### src/hw/fpAddPkg.sv
// Operand, unpacked, aligned and sum structs, alignment limit and controller states
`default_nettype none

package fpAddPkg;

    // Largest serial shift, beyond it only sticky changes
    localparam int maxAlignShift = 26;

    typedef struct packed {
        logic        sign;
        logic [7:0]  exponent;
        logic [22:0] mantissa;
    } fpOperandT;

    typedef struct packed {
        logic        bigSign;
        logic [7:0]  bigExponent;
        logic [23:0] bigMantissa;     // Hidden bit included
        logic [23:0] smallMantissa;   // Hidden bit included
        logic [7:0]  expDiff;
        logic        effSub;          // Signs differ after sub inversion
    } unpackedT;

    typedef struct packed {
        logic [23:0] shiftedMantissa;
        logic        guardBit;
        logic        roundBit;
        logic        stickyBit;
    } alignedT;

    // Same field names as the normalize bus
    typedef struct packed {
        logic [23:0] alignedResult;
        logic        guardBit;
        logic        roundBit;
        logic        stickyBit;
        logic        carryOut;
        logic [7:0]  exponentOut;
        logic        alignedSign;
    } sumT;

    typedef enum logic [2:0] {IDLE, UNPACK, ALIGN, ADD, NORM, DONE} ctrlStateT;

endpackage

`default_nettype wire

### src/hw/fpAddCtrl.sv
// Sequencing FSM for capture, alignment, addition and normalization, with busy and done
`timescale 1ns/10ps
`default_nettype none

module fpAddCtrl (
    input  logic clk,
    input  logic arstN,
    input  logic start,
    input  logic countZero,
    output logic captureEn,
    output logic loadCount,
    output logic shiftEn,
    output logic addEn,
    output logic normEn,
    output logic busy,
    output logic done
);
    import fpAddPkg::*;

    ctrlStateT state;
    ctrlStateT nextState;

    always_ff @(posedge clk or negedge arstN)
    begin
        if (!arstN)
            state <= IDLE;
        else
            state <= nextState;
    end

    always_comb
    begin
        nextState = state;
        case (state)
            IDLE:    if (start) nextState = UNPACK;
            UNPACK:  nextState = ALIGN;
            ALIGN:   if (countZero) nextState = ADD;   // Wait for last shift
            ADD:     nextState = NORM;
            NORM:    nextState = DONE;
            DONE:    nextState = IDLE;
            default: nextState = IDLE;
        endcase
    end

    // Operands follow the inputs until start leaves IDLE
    assign captureEn = (state == IDLE);
    assign loadCount = (state == UNPACK);
    assign shiftEn   = (state == ALIGN) && !countZero;
    assign addEn     = (state == ADD);
    assign normEn    = (state == NORM);
    assign busy      = (state != IDLE);
    assign done      = (state == DONE);

    // One done per accepted start
    doneSinglePulse: assert property (@(posedge clk) disable iff (!arstN)
        done |=> !done)
        else $error("done held for two cycles");

endmodule

`default_nettype wire

### src/hw/alignCounter.sv
// Loadable down-counter of remaining alignment shifts with zero flag
`timescale 1ns/10ps
`default_nettype none

module alignCounter #(
    parameter int countWidth = 5
) (
    input  logic       clk,
    input  logic       arstN,
    input  logic       loadCount,
    input  logic       shiftEn,
    input  logic [7:0] expDiff,
    output logic       countZero
);
    import fpAddPkg::*;

    logic [countWidth-1:0] count;

    always_ff @(posedge clk or negedge arstN)
    begin
        if (!arstN)
            count <= '0;
        else if (loadCount)
            count <= (expDiff > maxAlignShift) ? countWidth'(maxAlignShift)
                                               : countWidth'(expDiff);
        else if (shiftEn)
            count <= count - 1'b1;
    end

    assign countZero = (count == '0);

    // FSM must stop shifting once the count runs out
    noUnderflow: assert property (@(posedge clk) disable iff (!arstN)
        shiftEn && !loadCount |-> count != '0)
        else $error("alignment counter decremented below zero");

endmodule

`default_nettype wire

### src/hw/fpUnpack.sv
// Operand capture with hidden bit restore, magnitude ordering and exponent difference
`timescale 1ns/10ps
`default_nettype none

module fpUnpack (
    input  logic                clk,
    input  logic                arstN,
    input  logic                captureEn,
    input  fpAddPkg::fpOperandT opA,
    input  fpAddPkg::fpOperandT opB,
    input  logic                sub,
    output fpAddPkg::unpackedT  unpacked,
    output fpAddPkg::fpOperandT rawA,
    output fpAddPkg::fpOperandT rawB
);
    import fpAddPkg::*;

    fpOperandT   effB;      // B with sign flipped for subtraction
    logic [23:0] mantA;
    logic [23:0] mantB;
    logic        aFirst;

    always_comb
    begin
        effB = opB;
        effB.sign = opB.sign ^ sub;
        mantA = {|opA.exponent, opA.mantissa};   // No hidden bit for exponent 0
        mantB = {|effB.exponent, effB.mantissa};
        aFirst = (opA.exponent > effB.exponent) ||
                 ((opA.exponent == effB.exponent) && (mantA >= mantB));
    end

    always_ff @(posedge clk or negedge arstN)
    begin
        if (!arstN)
        begin
            rawA <= '0;
            rawB <= '0;
            unpacked <= '0;
        end
        else if (captureEn)
        begin
            rawA <= opA;
            rawB <= effB;
            unpacked.bigSign <= aFirst ? opA.sign : effB.sign;
            unpacked.bigExponent <= aFirst ? opA.exponent : effB.exponent;
            unpacked.bigMantissa <= aFirst ? mantA : mantB;
            unpacked.smallMantissa <= aFirst ? mantB : mantA;
            unpacked.expDiff <= aFirst ? (opA.exponent - effB.exponent)
                                       : (effB.exponent - opA.exponent);
            unpacked.effSub <= opA.sign ^ effB.sign;
        end
    end

endmodule

`default_nettype wire

### src/hw/alignShifter.sv
// Serial right shifter of the smaller mantissa collecting guard, round and sticky
`timescale 1ns/10ps
`default_nettype none

module alignShifter (
    input  logic               clk,
    input  logic               arstN,
    input  logic               loadCount,
    input  logic               shiftEn,
    input  fpAddPkg::unpackedT unpacked,
    output fpAddPkg::alignedT  aligned
);

    always_ff @(posedge clk or negedge arstN)
    begin
        if (!arstN)
        begin
            aligned <= '0;
        end
        else if (loadCount)
        begin
            aligned.shiftedMantissa <= unpacked.smallMantissa;
            aligned.guardBit <= 1'b0;
            aligned.roundBit <= 1'b0;
            aligned.stickyBit <= 1'b0;
        end
        else if (shiftEn)
        begin
            // One position per cycle
            aligned.shiftedMantissa <= {1'b0, aligned.shiftedMantissa[23:1]};
            aligned.guardBit <= aligned.shiftedMantissa[0];
            aligned.roundBit <= aligned.guardBit;
            aligned.stickyBit <= aligned.stickyBit | aligned.roundBit;   // Lost bits stick
        end
    end

endmodule

`default_nettype wire

### src/hw/mantissaAdder.sv
// Effective add or subtract of aligned mantissas with registered carry, exponent and sign
`timescale 1ns/10ps
`default_nettype none

module mantissaAdder (
    input  logic               clk,
    input  logic               arstN,
    input  logic               addEn,
    input  fpAddPkg::unpackedT unpacked,
    input  fpAddPkg::alignedT  aligned,
    output fpAddPkg::sumT      sum
);

    logic [26:0] bigExt;
    logic [26:0] smallExt;
    logic [26:0] total;
    logic        carry;
    logic        isZero;

    always_comb
    begin
        bigExt = {unpacked.bigMantissa, 3'b000};
        smallExt = {aligned.shiftedMantissa, aligned.guardBit, aligned.roundBit,
                    aligned.stickyBit};
        if (unpacked.effSub)
        begin
            carry = 1'b0;
            total = bigExt - smallExt;   // Big magnitude first, never negative
        end
        else
        begin
            {carry, total} = {1'b0, bigExt} + {1'b0, smallExt};
        end
        isZero = (total == '0) && !carry;
    end

    always_ff @(posedge clk or negedge arstN)
    begin
        if (!arstN)
            sum <= '0;
        else if (addEn)
        begin
            sum.alignedResult <= total[26:3];
            {sum.guardBit, sum.roundBit, sum.stickyBit} <= total[2:0];
            sum.carryOut <= carry;
            sum.exponentOut <= unpacked.bigExponent;
            sum.alignedSign <= isZero ? 1'b0 : unpacked.bigSign;   // x - x is +0
        end
    end

endmodule

`default_nettype wire

### src/hw/fpNormalize.sv
// Renormalization with special-value selection and round-to-nearest-even, result register
`timescale 1ns/10ps
`default_nettype none

module fpNormalize (
    input  logic                clk,
    input  logic                arstN,
    input  logic                normEn,
    input  fpAddPkg::sumT       sum,
    input  fpAddPkg::fpOperandT rawA,
    input  fpAddPkg::fpOperandT rawB,
    output fpAddPkg::fpOperandT result
);
    import fpAddPkg::*;

    localparam fpOperandT canonicalNan = '{sign: 1'b0, exponent: 8'hff, mantissa: 23'h7fffff};

    logic [4:0]  shiftAmount;
    logic [26:0] shifted;
    logic [24:0] rounded;
    fpOperandT   nextResult;
    logic        aIsNan;
    logic        bIsNan;
    logic        aIsInf;
    logic        bIsInf;

    // Leading zeros of the 24-bit mantissa, 24 when empty
    function automatic logic [4:0] countZeros(input logic [23:0] mant);
        logic [4:0] zeros;
        zeros = 5'd24;
        for (int i = 0; i <= 23; i++)
            if (mant[i])
                zeros = 5'(23 - i);   // Highest set bit wins
        return zeros;
    endfunction

    assign aIsNan = (rawA.exponent == 8'hff) && (rawA.mantissa != '0);
    assign bIsNan = (rawB.exponent == 8'hff) && (rawB.mantissa != '0);
    assign aIsInf = (rawA.exponent == 8'hff) && (rawA.mantissa == '0);
    assign bIsInf = (rawB.exponent == 8'hff) && (rawB.mantissa == '0);

    always_comb
    begin
        shiftAmount = '0;
        shifted = {sum.alignedResult, sum.guardBit, sum.roundBit, sum.stickyBit};
        rounded = '0;
        nextResult = '0;
        nextResult.sign = sum.alignedSign;
        if (sum.exponentOut == 8'h00)
            nextResult.mantissa = sum.alignedResult[22:0];   // Zero or subnormal as is
        else if (sum.exponentOut == 8'hff)
        begin
            if (aIsNan)
                nextResult = rawA;
            else if (bIsNan)
                nextResult = rawB;
            else if (aIsInf && bIsInf)
                nextResult = (rawA.sign == rawB.sign) ? rawA : canonicalNan;
            else if (aIsInf)
                nextResult = rawA;
            else
                nextResult = rawB;
        end
        else if (sum.carryOut)
        begin
            // Carry path truncates
            if (sum.exponentOut == 8'hfe)
            begin
                nextResult.exponent = 8'hff;
                nextResult.mantissa = shifted[25:3];
            end
            else
            begin
                nextResult.exponent = sum.exponentOut + 8'd1;
                nextResult.mantissa = shifted[26:4];
            end
        end
        else if (shifted == '0)
            nextResult.sign = 1'b0;                          // Exact cancellation
        else
        begin
            shiftAmount = countZeros(sum.alignedResult);
            shifted = shifted << shiftAmount;
            if ({3'b000, shiftAmount} > sum.exponentOut)
            begin
                nextResult.exponent = 8'h00;                 // Underflow
                nextResult.mantissa = shifted[25:3];
            end
            else
            begin
                rounded = {1'b0, shifted[26:3]};
                // Half rounds to even, above half rounds up
                if (shifted[2] && (shifted[1] || shifted[0] || shifted[3]))
                    rounded = rounded + 25'd1;
                if (rounded[24])
                begin
                    nextResult.exponent = sum.exponentOut - {3'b000, shiftAmount} + 8'd1;
                    nextResult.mantissa = rounded[23:1];
                end
                else
                begin
                    nextResult.exponent = sum.exponentOut - {3'b000, shiftAmount};
                    nextResult.mantissa = rounded[22:0];
                end
            end
        end
    end

    always_ff @(posedge clk or negedge arstN)
    begin
        if (!arstN)
            result <= '0;
        else if (normEn)
            result <= nextResult;
    end

    // Exponent 255 only from special inputs or overflow near the top
    maxExpSource: assert property (@(posedge clk) disable iff (!arstN)
        normEn |=> (result.exponent != 8'hff) || ($past(sum.exponentOut) >= 8'hfe))
        else $error("result exponent 255 without special input or overflow");

endmodule

`default_nettype wire

### src/hw/fpAdder.sv
// Top level of the multi-cycle adder with controller, counter and datapath stages
`timescale 1ns/10ps
`default_nettype none

module fpAdder #(
    parameter int countWidth = 5
) (
    input  logic                clk,
    input  logic                arstN,
    input  logic                start,
    input  fpAddPkg::fpOperandT opA,
    input  fpAddPkg::fpOperandT opB,
    input  logic                sub,
    output fpAddPkg::fpOperandT result,
    output logic                done,
    output logic                busy
);
    import fpAddPkg::*;

    logic      captureEn;
    logic      loadCount;
    logic      shiftEn;
    logic      addEn;
    logic      normEn;
    logic      countZero;
    unpackedT  unpacked;
    fpOperandT rawA;
    fpOperandT rawB;        // Sign already inverted for sub
    alignedT   aligned;
    sumT       sum;

    fpAddCtrl u_ctrl (
        .clk(clk), .arstN(arstN), .start(start), .countZero(countZero),
        .captureEn(captureEn), .loadCount(loadCount), .shiftEn(shiftEn),
        .addEn(addEn), .normEn(normEn), .busy(busy), .done(done)
    );

    alignCounter #(.countWidth(countWidth)) u_counter (
        .clk(clk), .arstN(arstN), .loadCount(loadCount), .shiftEn(shiftEn),
        .expDiff(unpacked.expDiff), .countZero(countZero)
    );

    fpUnpack u_unpack (
        .clk(clk), .arstN(arstN), .captureEn(captureEn), .opA(opA), .opB(opB),
        .sub(sub), .unpacked(unpacked), .rawA(rawA), .rawB(rawB)
    );

    alignShifter u_shifter (
        .clk(clk), .arstN(arstN), .loadCount(loadCount), .shiftEn(shiftEn),
        .unpacked(unpacked), .aligned(aligned)
    );

    mantissaAdder u_adder (
        .clk(clk), .arstN(arstN), .addEn(addEn), .unpacked(unpacked),
        .aligned(aligned), .sum(sum)
    );

    fpNormalize u_normalize (
        .clk(clk), .arstN(arstN), .normEn(normEn), .sum(sum),
        .rawA(rawA), .rawB(rawB), .result(result)
    );

endmodule

`default_nettype wire

### config.mk
export PLATFORM = sky130hd
export DESIGN_NAME = fpAdder
export DESIGN_NICKNAME = d
export VERILOG_FILES = /design/src/hw/fpAddPkg.sv /design/src/hw/fpAddCtrl.sv /design/src/hw/alignCounter.sv /design/src/hw/fpUnpack.sv /design/src/hw/alignShifter.sv /design/src/hw/mantissaAdder.sv /design/src/hw/fpNormalize.sv /design/src/hw/fpAdder.sv
export SDC_FILE = /design/constraint.sdc
export NUM_CORES = 1
export LEC_CHECK = 0
export BUFFER_PORTS_ARGS = -buffer_cell sky130_fd_sc_hd__buf_2
export CORE_UTILIZATION = 26
export DETAILED_ROUTE_END_ITERATION = 8
export GPL_TIMING_DRIVEN = 0
export SLEW_MARGIN = 0
export SYNTH_ARGS = -nofsm -noshare
export SYNTH_HDL_FRONTEND = slang
export SYNTH_SLANG_ARGS = --single-unit
### constraint.sdc
create_clock -name clk -period 5.12 [get_ports clk]
set_input_delay 0.768 -clock clk [delete_from_list [all_inputs] [get_ports clk]]
set_output_delay 0.768 -clock clk [all_outputs]
set_load 0.01 [all_outputs]
==> out/results.txt, run 1 <==
Slew @ Worst Pin - 1.16 ns
Detailed Place HPWL - 57.2 mm
TritonCTS buffer count - 28
Top FF cell, synth - dfrtp_1
relative max-transition margin - 22.7%
fin nets - 2639
crit path max fanout - 10
WL final - 74.1 mm
Period minus WS final - 4.98 ns
worst endpoint required time - 5.60 ns
startpoint types - register
Comb pwr share - 65.9%
critical path's top delay family - simple AND/OR/NAND/NOR gates
fillers - 7480
Final Power - 17.4 mW
largest net degree at the start of global routing - 88
Leak - 9.08 nW
Final Non-Filler Cells - 3419
Clk pwr share - 12.7%
total number of vias - 18600
syn_nets - 2500
worst hold path class - in2async
Yosys warning count - 0
most frequent cells in the layout - 385 x nand2_1, 275 x o21ai_0, 234 x dfrtp_1
Cell Rows - 96
Seq cells post-synth - 234
fraction of layout cells with a size suffix above 1 - 11.6%
Switching Power - 9.48 mW
initial core utilization - 26.4%
sequential power share - 21.3%
Worst-path clk slew - 0.06 ns
Finish-stage setup viols - 0
Vias/cell - 5.45
first-pass GRT wire length - 111 mm
fmax - 201 MHz
power per cell area - 823 nW/um^2
Post-CTS Hold Fix Bufs - 0
setup TNS - 0 ns
Hold Vio Cnt, Final - 0
clock skew - 0.0276 ns
chip width - 267 um
Critical-path top delay cell - or4_4
critical path cell sequence - clkbuf_1 -> nor4_4 -> o211ai_1 -> and2_1 -> inv_2 -> clkbuf_2 -> buf_2 -> ha_1 -> a21oi_1 -> o21bai_1 -> a21o_1 -> or4_4 -> nand2_1 -> nor2_1 -> o21ai_0 -> nor2_1 -> xor2_1 -> a22oi_1 -> a31oi_1
commonest non-fill, non-tap cell in the layout - nand2_1
Buffers on Ports - 101
Pins Over Slew Limit - 0
DP Worst Slack - -0.358 ns
crit path buf inv count - 4
Worst path max stage delay - 0.47 ns
crit end category - register
synthesized area per cell - 7.82 um^2
Hold Slack - 0.145 ns
vias in the first global route - 17400
Die H - 267 um
CORE AREA - 68900 um^2
placed cells - 3362
gr usage total - 20.4%
1st-iter DRT viols - 2082
outcome - completed
Initial DRT Pass Iterations - 6
Crit Path Class - reg2reg
diodes inserted - 0
Tcrit/Tclk final - 97.2%
CTS H-tree depth - 1
initial antenna violation count - 1
Layout area overhead - 16.4%
GRT Residual Overflow - 0
sequential share of the synthesized area - 32.2%
die area - 71100 um^2
Int Power - 7.96 mW
Final ANT Viol Nets - 0
RePlAce Congestion - 0.959
WL/cell - 21.7 um
Longest Clk Path Bufs - 3
Post-synth EDFFs - 0
post-synthesis cell area - 18200 um^2
TritonCTS clock tree - done
Unique masters post-synth - 97
peak supply drop - 320 uV
clock root cell - clkbuf_16
clk_lat worst skew - 0.58 ns
Ports - 102
Net Sw Frac - 54.4%
asr flop ratio synth - 100%
number of max-cap violations - 0
most frequent CP cell - nor2_1
worst setup margin - 0.144 ns
TritonCTS Sinks - 234
final routed DRC violation total - 0
Mapped Cells - 2328
Arr. time, crit path - 5.46 ns
layout make-up:
type	count	area, um^2	share of cell area [%]
inverters	118	443	2.09
multi-input cells	1830	11500	54.2
clock buffers	34	764	3.61
plain buffers	146	624	2.95
well taps	931	1160	5.50
repair buffers	109	616	2.90
clock inverters	17	250	1.18
flip-flops and latches	234	5860	27.6
per-stage QoR:
step,area (um^2),utilization (%)
3_3_place_gp,19900,28.8
4_1_cts,21000,30.4
6_report,21200,30.7
3_5_place_dp,19900,28.9
2_1_floorplan,18200,-
5_1_grt,21200,30.7
path summary, 6_finish.rpt:
kind | depth (start not counted) | end | slack, ns | start
worst max-delay path | 19 | u_normalize.result[6] | 0.14 | u_adder.sum[21]
worst min-delay path | 1 | u_unpack.unpacked[4] | 0.15 | arstN
worst max register to register | 19 | u_normalize.result[6] | 0.14 | u_adder.sum[21]
worst min register to register | 2 | u_unpack.rawA[29] | 0.48 | u_unpack.rawA[29]
max in group asynchronous | 3 | u_adder.sum[22] | 3.72 | arstN
min in group clk | 3 | u_unpack.rawA[31] | 0.47 | opA[31]
registers in the layout, summed over array words and instances, names as in the netlist:
register	cells
u_adder.sum	37
u_shifter.aligned	27
u_unpack.rawB	32
u_unpack.rawA	32
u_counter.count	5
u_normalize.result	32
u_ctrl.state	3
u_unpack.unpacked	66
repair_timing:
action                     CTS  global route
setup buffers                0             6
resized for setup            6            42
pin swaps                    0             2
setup endpoints to repair   22            30
synth_stat cells (all sizes together) (7+ instances only):
cell type | count | share of area (%)
or4 | 9 | 0.39
nand3 | 31 | 0.85
a21o | 29 | 1.2
o21a | 8 | 0.33
dfrtp | 234 | 32
o211ai | 26 | 1.1
a31oi | 22 | 0.76
nor2b | 19 | 0.65
a2111oi | 10 | 0.72
nand2 | 385 | 7.9
nand2b | 15 | 0.52
clkbuf | 108 | 2.2
nor4b | 7 | 0.37
buf | 38 | 1.1
xnor2 | 36 | 1.7
mux2 | 19 | 1.2
mux2i | 74 | 4.1
or2 | 8 | 0.27
a21oi | 167 | 4.7
ha | 100 | 6.9
nor4 | 33 | 1.4
a211o | 9 | 0.43
nor2 | 181 | 3.7
a211oi | 32 | 1.4
o21ai | 287 | 7.9
o32ai | 7 | 0.38
and4 | 7 | 0.34
and2 | 14 | 0.51
nand4 | 25 | 0.93
inv | 116 | 2.4
o31ai | 19 | 0.81
xor2 | 17 | 0.82
a22oi | 10 | 0.41
o221ai | 25 | 1.3
nor3 | 80 | 2.3
o22ai | 24 | 0.82
kinds of logic after synthesis:
family / share of synthesized area [%]
DFF: 32.2
xor gates and xnor gates: 2.55
adders and majority gates: 7.31
and+or+nand+nor: 21.4
muxes: 5.24
AOI/OAI and AO/OA: 25.6
buffers and inverters: 5.76
power by group through the flow:
| stage | Sequential [mW] | Combinational (mW) | Clock, mW |
|---|---|---|---|
| after CTS | 3.67 | 11.0 | 2.24 |
| after global placement | 3.68 | 11.0 | 0 |
| after global routing | 3.81 | 12.5 | 2.32 |
| final | 3.72 | 11.5 | 2.22 |
| after floorplan | 3.34 | 7.65 | 0 |
| after detailed placement | 3.70 | 11.0 | 0 |
per-layer routing:
| layer | up-vias | track usage [%] | part of all wire, % |
|---|---|---|---|
| met2 | 861 | 30.8 | 43 |
| li1 | 8653 | - | - |
| met4 | 2 | 6.63 | 3.7 |
| met3 | 171 | 3.48 | 8.2 |
| met5 | - | 0 | 0.015 |
| met1 | 8942 | 29.1 | 46 |
Power figures use the tool's default switching activity.
==> run 2, diff against run 1 <==
--- a/config.mk
+++ b/config.mk
@@ -9,6 +9,8 @@
 export CORE_UTILIZATION = 26
 export DETAILED_ROUTE_END_ITERATION = 8
 export GPL_TIMING_DRIVEN = 0
+export PLACE_DENSITY = 0.44
+export RECOVER_POWER = 25
 export SLEW_MARGIN = 0
 export SYNTH_ARGS = -nofsm -noshare
 export SYNTH_HDL_FRONTEND = slang
==> constraint.sdc (replaced) <==
create_clock -name clk -period 5.12 [get_ports clk]
set_input_delay 1.024 -clock clk [delete_from_list [all_inputs] [get_ports clk]]
set_output_delay 1.024 -clock clk [all_outputs]
set_load 0.01 [all_outputs]
==> out/results.txt, run 2 (same netlist as run 1, synthesis figures left out) <==
commonest non-fill, non-tap cell in the layout - nand2_1 (unchanged)
Pins Over Slew Limit - 59 (was 0)
post-layout util - 30.8% (was 30.7%)
Leak - 9.05 nW (was 9.08 nW)
Detailed Place HPWL - 63.8 mm (was 57.2 mm)
violated checks - capacitance limit, slew limit
total number of vias - 18600 (about the same)
Vias/cell - 5.44 (was 5.45)
worst endpoint required time - 5.60 ns (about the same)
initial antenna violation count - 1 (unchanged)
Layout area overhead - 16.5% (was 16.4%)
TritonCTS buffer count - 28 (unchanged)
fmax - 203 MHz (was 201 MHz)
Arr. time, crit path - 5.40 ns (was 5.46 ns)
Longest Clk Path Bufs - 3 (unchanged)
Tcrit/Tclk final - 96.0% (was 97.2%)
CTS H-tree depth - 1 (unchanged)
gr usage total - 22.2% (was 20.4%)
CORE AREA - 68900 um^2 (unchanged)
Period minus WS final - 4.92 ns (was 4.98 ns)
Top reg by flops - u_unpack.unpacked (unchanged)
clock skew - 0.0259 ns (was 0.0276 ns)
fraction of layout cells with a size suffix above 1 - 12.0% (was 11.6%)
Int Power - 7.90 mW (was 7.96 mW)
Finish-stage setup viols - 0 (unchanged)
critical path cell sequence - or2_2 -> a21oi_2 -> a21oi_4 -> nor2_2 -> buf_4 -> buf_4 -> o211ai_1 -> nand2_1 -> nand2_1 -> inv_2 -> ha_2 -> o2111ai_2 -> nor3_2 -> nand4_2 -> nor3_4 -> nor3b_4 -> buf_4 -> nor3_1 -> o31ai_2 (was clkbuf_1 -> nor4_4 -> o211ai_1 -> and2_1 -> inv_2 -> clkbuf_2 -> buf_2 -> ha_1 -> a21oi_1 -> o21bai_1 -> a21o_1 -> or4_4 -> nand2_1 -> nor2_1 -> o21ai_0 -> nor2_1 -> xor2_1 -> a22oi_1 -> a31oi_1)
Worst-path clk slew - 0.06 ns (about the same)
Final Non-Filler Cells - 3424 (was 3419)
Slew @ Worst Pin - 3.39 ns (was 1.16 ns)
critical path's top delay family - simple AND/OR/NAND/NOR gates (unchanged)
1st-iter DRT viols - 1830 (was 2082)
clk_lat worst skew - 0.59 ns (was 0.58 ns)
Switching Power - 9.84 mW (was 9.48 mW)
TritonCTS clock tree - done (unchanged)
chip width - 267 um (unchanged)
startpoint types - register (unchanged)
worst hold path class - reg2reg (was in2async)
Ports - 102 (unchanged)
Final ANT Viol Nets - 0 (unchanged)
RePlAce Congestion - 0.980 (was 0.959)
GRT Residual Overflow - 0 (unchanged)
sequential power share - 21.1% (was 21.3%)
die area - 71100 um^2 (unchanged)
Critical-path top delay cell - dfrtp_1 (was or4_4)
Cell Rows - 96 (unchanged)
largest net degree at the start of global routing - 120 (was 88)
Buffers on Ports - 101 (unchanged)
max reg flops - 66 (unchanged)
worst setup margin - 0.203 ns (was 0.144 ns)
crit path buf inv count - 4 (unchanged)
first-pass GRT wire length - 119 mm (was 111 mm)
Hold Vio Cnt, Final - 0 (unchanged)
most frequent CP cell - buf_4 (was nor2_1)
most frequent cells in the layout - 383 x nand2_1, 277 x o21ai_0, 233 x dfrtp_1 (was 385 x nand2_1, 275 x o21ai_0, 234 x dfrtp_1)
power per cell area - 836 nW/um^2 (was 823 nW/um^2)
Comb pwr share - 67.1% (was 65.9%)
Die H - 267 um (unchanged)
WL final - 80.6 mm (was 74.1 mm)
initial core utilization - 26.4% (unchanged)
TritonCTS Sinks - 234 (unchanged)
vias in the first global route - 17700 (was 17400)
number of max-cap violations - 1 (was 0)
crit path max fanout - 10 (unchanged)
Clk pwr share - 11.8% (was 12.7%)
DP Worst Slack - -0.534 ns (was -0.358 ns)
final routed DRC violation total - 0 (unchanged)
biggest regs - u_unpack.unpacked: 66 flops, u_adder.sum: 37 flops (unchanged)
fillers - 7491 (was 7480)
Crit Path Class - reg2reg (unchanged)
crit end category - register (unchanged)
placed cells - 3362 (unchanged)
peak supply drop - 342 uV (was 320 uV)
WL/cell - 23.5 um (was 21.7 um)
relative max-transition margin - -126% (was 22.7%)
Initial DRT Pass Iterations - 6 (unchanged)
Final Power - 17.7 mW (was 17.4 mW)
Net Sw Frac - 55.5% (was 54.4%)
fin nets - 2642 (was 2639)
clock root cell - clkbuf_16 (unchanged)
Worst path max stage delay - 0.53 ns (was 0.47 ns)
outcome - finished, violations left (was completed)
[run 2: cell count changes in the layout (fill, tap and decap cells not counted), moves of 2 or more]
cell       previous run  this run
buf_4                10        15
bufinv_16             6         3
clkbuf_1            106       109
clkbuf_8              2         4
ha_1                100        98
nand2_1             385       383
nand2_2               0         2
nor3_1               74        72
nor3_2                4         6
o21ai_0             275       277
o21ai_1              10         8
[run 2: what timing repair did]
item,4_1_cts,5_1_grt
hold buffers,0,0
resized for setup,22,42
endpoints found under the setup margin,31,31
hold endpoints to repair,0,0
setup buffers,0,9
pin swaps,1,6
[run 2: stage by stage]
step                hold WS [ns]  instance area (um^2)  TNS, ns
floorplan                  0.446                 18200        0
global placement           0.463                 19900  -329.34
detailed placement         0.471                 19900    -8.95
CTS                        0.369                 21000        0
global route               0.510                 21200  -0.0862
finish                     0.479                 21200        0
[run 2: power by group through the flow]
stage	Combinational (mW)	Sequential, mW	Clock (mW)
4_1_cts	11.5	3.70	2.14
3_3_place_gp	11.3	3.71	0
3_5_place_dp	11.3	3.72	0
6_report	11.9	3.74	2.10
5_1_grt	12.9	3.83	2.22
2_1_floorplan	7.65	3.34	0
[run 2: routing by layer]
metal  track usage (%)  part of all wire [%]  vias to the layer above  wire length [um]
met1              32.2                    48                     9121             38400
met4              6.17                   2.7                        0              2180
li1                  -                     -                     8646                 -
met5                 0                     0                        -                 0
met2              34.2                    43                      750             35100
met3              3.04                   6.2                      121              4960
[run 2: worst register-to-register path: stages (launching register included)]
cell,delay [ns]
dfrtp_1,0.53
or2_2,0.36
a21oi_2,0.25
a21oi_4,0.13
nor2_2,0.27
buf_4,0.27
buf_4,0.28
o211ai_1,0.12
nand2_1,0.21
nand2_1,0.13
inv_2,0.13
ha_2,0.23
o2111ai_2,0.19
nor3_2,0.27
nand4_2,0.25
nor3_4,0.33
nor3b_4,0.44
buf_4,0.19
nor3_1,0.05
o31ai_2,0.21
[run 2: worst paths after layout]
kind | start | to | slack, ns | cells past startpoint
max | u_adder.sum[19] | u_normalize.result[2] | 0.20 | 19
min | u_unpack.unpacked[9] | u_shifter.aligned[3] | 0.48 | 2
max reg2reg | u_adder.sum[19] | u_normalize.result[2] | 0.20 | 19
min reg2reg | u_unpack.unpacked[9] | u_shifter.aligned[3] | 0.48 | 2
max in group asynchronous | arstN | u_adder.sum[33] | 0.92 | 3
min in group asynchronous | arstN | u_unpack.unpacked[3] | 1.59 | 1
[run 2: area by class of cell]
cell class | instances | area [um^2] | area share [%]
inverters | 118 | 443 | 2.09
repair buffers | 112 | 611 | 2.88
clock buffers | 38 | 778 | 3.67
multi-input cells | 1830 | 11500 | 54.4
well taps | 931 | 1160 | 5.49
flip-flops and latches | 234 | 5860 | 27.6
clock inverters | 14 | 181 | 0.855
diodes | 1 | 2.50 | 0.0118
plain buffers | 146 | 631 | 2.97
==> run 3, diff against run 2 <==
--- a/config.mk
+++ b/config.mk
@@ -8,7 +8,6 @@
 export BUFFER_PORTS_ARGS = -buffer_cell sky130_fd_sc_hd__buf_2
 export CORE_UTILIZATION = 26
 export DETAILED_ROUTE_END_ITERATION = 8
-export GPL_TIMING_DRIVEN = 0
 export PLACE_DENSITY = 0.44
 export RECOVER_POWER = 25
 export SLEW_MARGIN = 0
==> out/results.txt, run 3 (same netlist as run 1, synthesis figures left out) <==
setup TNS - 0 ns (unchanged)
biggest regs - u_unpack.unpacked: 66 flops, u_adder.sum: 37 flops (unchanged)
Reg2Reg Depth - 15 (was 19)
gr usage total - 20.8% (was 22.2%)
power per cell area - 837 nW/um^2 (was 836 nW/um^2)
worst hold path class - reg2reg (unchanged)
Period minus WS final - 4.98 ns (was 4.92 ns)
clock skew - 0.0239 ns (was 0.0259 ns)
reg2reg end - u_normalize.result[13] (was u_normalize.result[2])
Cell Rows - 96 (unchanged)
startpoint types - register (unchanged)
peak supply drop - 315 uV (was 342 uV)
reg2reg setup slack - 0.14 ns (was 0.20 ns)
fin nets - 2634 (was 2642)
outcome - finished, violations left (unchanged)
Initial DRT Pass Iterations - 6 (unchanged)
clk_lat worst skew - 0.60 ns (was 0.59 ns)
TritonCTS Sinks - 234 (unchanged)
die area - 71100 um^2 (unchanged)
first-pass GRT wire length - 113 mm (was 119 mm)
worst endpoint required time - 5.58 ns (was 5.60 ns)
CTS H-tree depth - 1 (unchanged)
Finish-stage setup viols - 0 (unchanged)
chip width - 267 um (unchanged)
GRT Residual Overflow - 0 (unchanged)
RePlAce Congestion - 0.941 (was 0.980)
1st-iter DRT viols - 1779 (was 1830)
initial core utilization - 26.4% (unchanged)
Top reg by flops - u_unpack.unpacked (unchanged)
launching point of the worst reg2reg path - u_adder.sum[35] (was u_adder.sum[19])
Tcrit/Tclk final - 97.2% (was 96.0%)
WL final - 75.6 mm (was 80.6 mm)
Worst-path clk slew - 0.06 ns (about the same)
max reg flops - 66 (unchanged)
Detailed Place HPWL - 58.7 mm (was 63.8 mm)
Vias/cell - 5.36 (was 5.44)
commonest non-fill, non-tap cell in the layout - nand2_1 (unchanged)
Buffers on Ports - 101 (unchanged)
Final ANT Viol Nets - 0 (unchanged)
fillers - 7415 (was 7491)
fmax - 201 MHz (was 203 MHz)
Ports - 102 (unchanged)
fraction of layout cells with a size suffix above 1 - 15.3% (was 12.0%)
violated checks - capacitance limit, slew limit (unchanged)
Arr. time, crit path - 5.43 ns (was 5.40 ns)
crit end category - register (unchanged)
Pins Over Slew Limit - 134 (was 59)
vias in the first global route - 17500 (was 17700)
crit path max fanout - 13 (was 10)
largest net degree at the start of global routing - 105 (was 120)
most frequent cells in the layout - 383 x nand2_1, 278 x o21ai_0, 234 x dfrtp_1 (was 383 x nand2_1, 277 x o21ai_0, 233 x dfrtp_1)
post-layout util - 31.2% (was 30.8%)
Hold Vio Cnt, Final - 0 (unchanged)
WL/cell - 22.1 um (was 23.5 um)
clock root cell - clkbuf_16 (unchanged)
relative max-transition margin - -93.3% (was -126%)
Die H - 267 um (unchanged)
diodes inserted - 0 (was 1)
Longest Clk Path Bufs - 3 (unchanged)
WHS Endpoint - u_unpack.unpacked[11] (was u_shifter.aligned[3])
initial antenna violation count - 1 (unchanged)
final routed DRC violation total - 0 (unchanged)
hold path depth - 2 (unchanged)
min-delay src - u_unpack.unpacked[11] (was u_unpack.unpacked[9])
TritonCTS clock tree - done (unchanged)
Crit Path Class - reg2reg (unchanged)
Leak - 9.46 nW (was 9.05 nW)
TritonCTS buffer count - 29 (was 28)
Layout area overhead - 18.1% (was 16.5%)
RSZ-0062 raised after global routing - false
number of max-cap violations - 2 (was 1)
Slew @ Worst Pin - 2.90 ns (was 3.39 ns)
total number of vias - 18300 (was 18600)
CORE AREA - 68900 um^2 (unchanged)
-- run 3: where the power goes --
group          switching, mW  internal (mW)
registers               1.13           2.77
logic                   7.49           4.42
clock network          0.886           1.32
-- run 3: layer usage --
metal | GRT usage (%) | part of all wire (%)
met2 | 30.3 | 42
met5 | 0 | 0.0093
met4 | 5.90 | 3.0
met3 | 2.68 | 5.8
met1 | 31.7 | 49
-- run 3: what timing repair did --
action,in CTS,in global routing
resized for setup,0,3
endpoints found under the setup margin,0,2
setup buffers,0,0
hold buffers,0,0
-- run 3: how the worst max path moves through the flow --
stage                               start                endpoint  slack (ns)  cells after the start
final                     u_adder.sum[35]  u_normalize.result[13]        0.14                     15
after global routing      u_adder.sum[29]   u_normalize.result[0]        0.02                     18
after CTS                 u_adder.sum[35]  u_normalize.result[22]        0.11                     16
after detailed placement  u_adder.sum[35]  u_normalize.result[22]        0.15                     16
after global placement    u_adder.sum[28]  u_normalize.result[22]        0.15                     17
after floorplan           u_adder.sum[26]  u_normalize.result[18]        0.99                     19
-- run 3: critical path: stages (launching register included) --
cell	delay [ns]
dfrtp_1	0.55
nor2_1	0.56
o221ai_4	0.23
buf_4	0.21
o31ai_1	0.46
mux2i_1	0.48
nor2_1	0.21
a21oi_1	0.07
buf_4	0.18
nor3_1	0.32
nand4_2	0.23
nor3_4	0.47
buf_4	0.24
nor3_1	0.05
o21ai_0	0.42
o21ai_0	0.14
-- run 3: per-stage QoR --
step	setup WS [ns]	instance area [um^2]	hold WS [ns]	cells	power [mW]
6_report	0.143	21500	0.481	3415	18.0
5_1_grt	0.0231	21500	0.503	3415	19.3
4_1_cts	0.106	21500	0.484	3415	17.9
3_5_place_dp	0.148	20500	0.468	3362	15.6
3_3_place_gp	0.153	20500	0.462	3362	15.6
2_1_floorplan	0.993	18200	0.446	2328	11.0
-- run 3: final cells by class --
| cell class | instances | area (um^2) | share of cell area (%) |
|---|---|---|---|
| clock buffer | 40 | 817 | 3.80 |
| clock inverter | 13 | 189 | 0.878 |
| sequential | 234 | 5860 | 27.2 |
| timing repair buffer | 249 | 1680 | 7.79 |
| tap | 931 | 1160 | 5.41 |
| multi-input combinational | 1830 | 11400 | 52.8 |
| inverter | 118 | 448 | 2.08 |
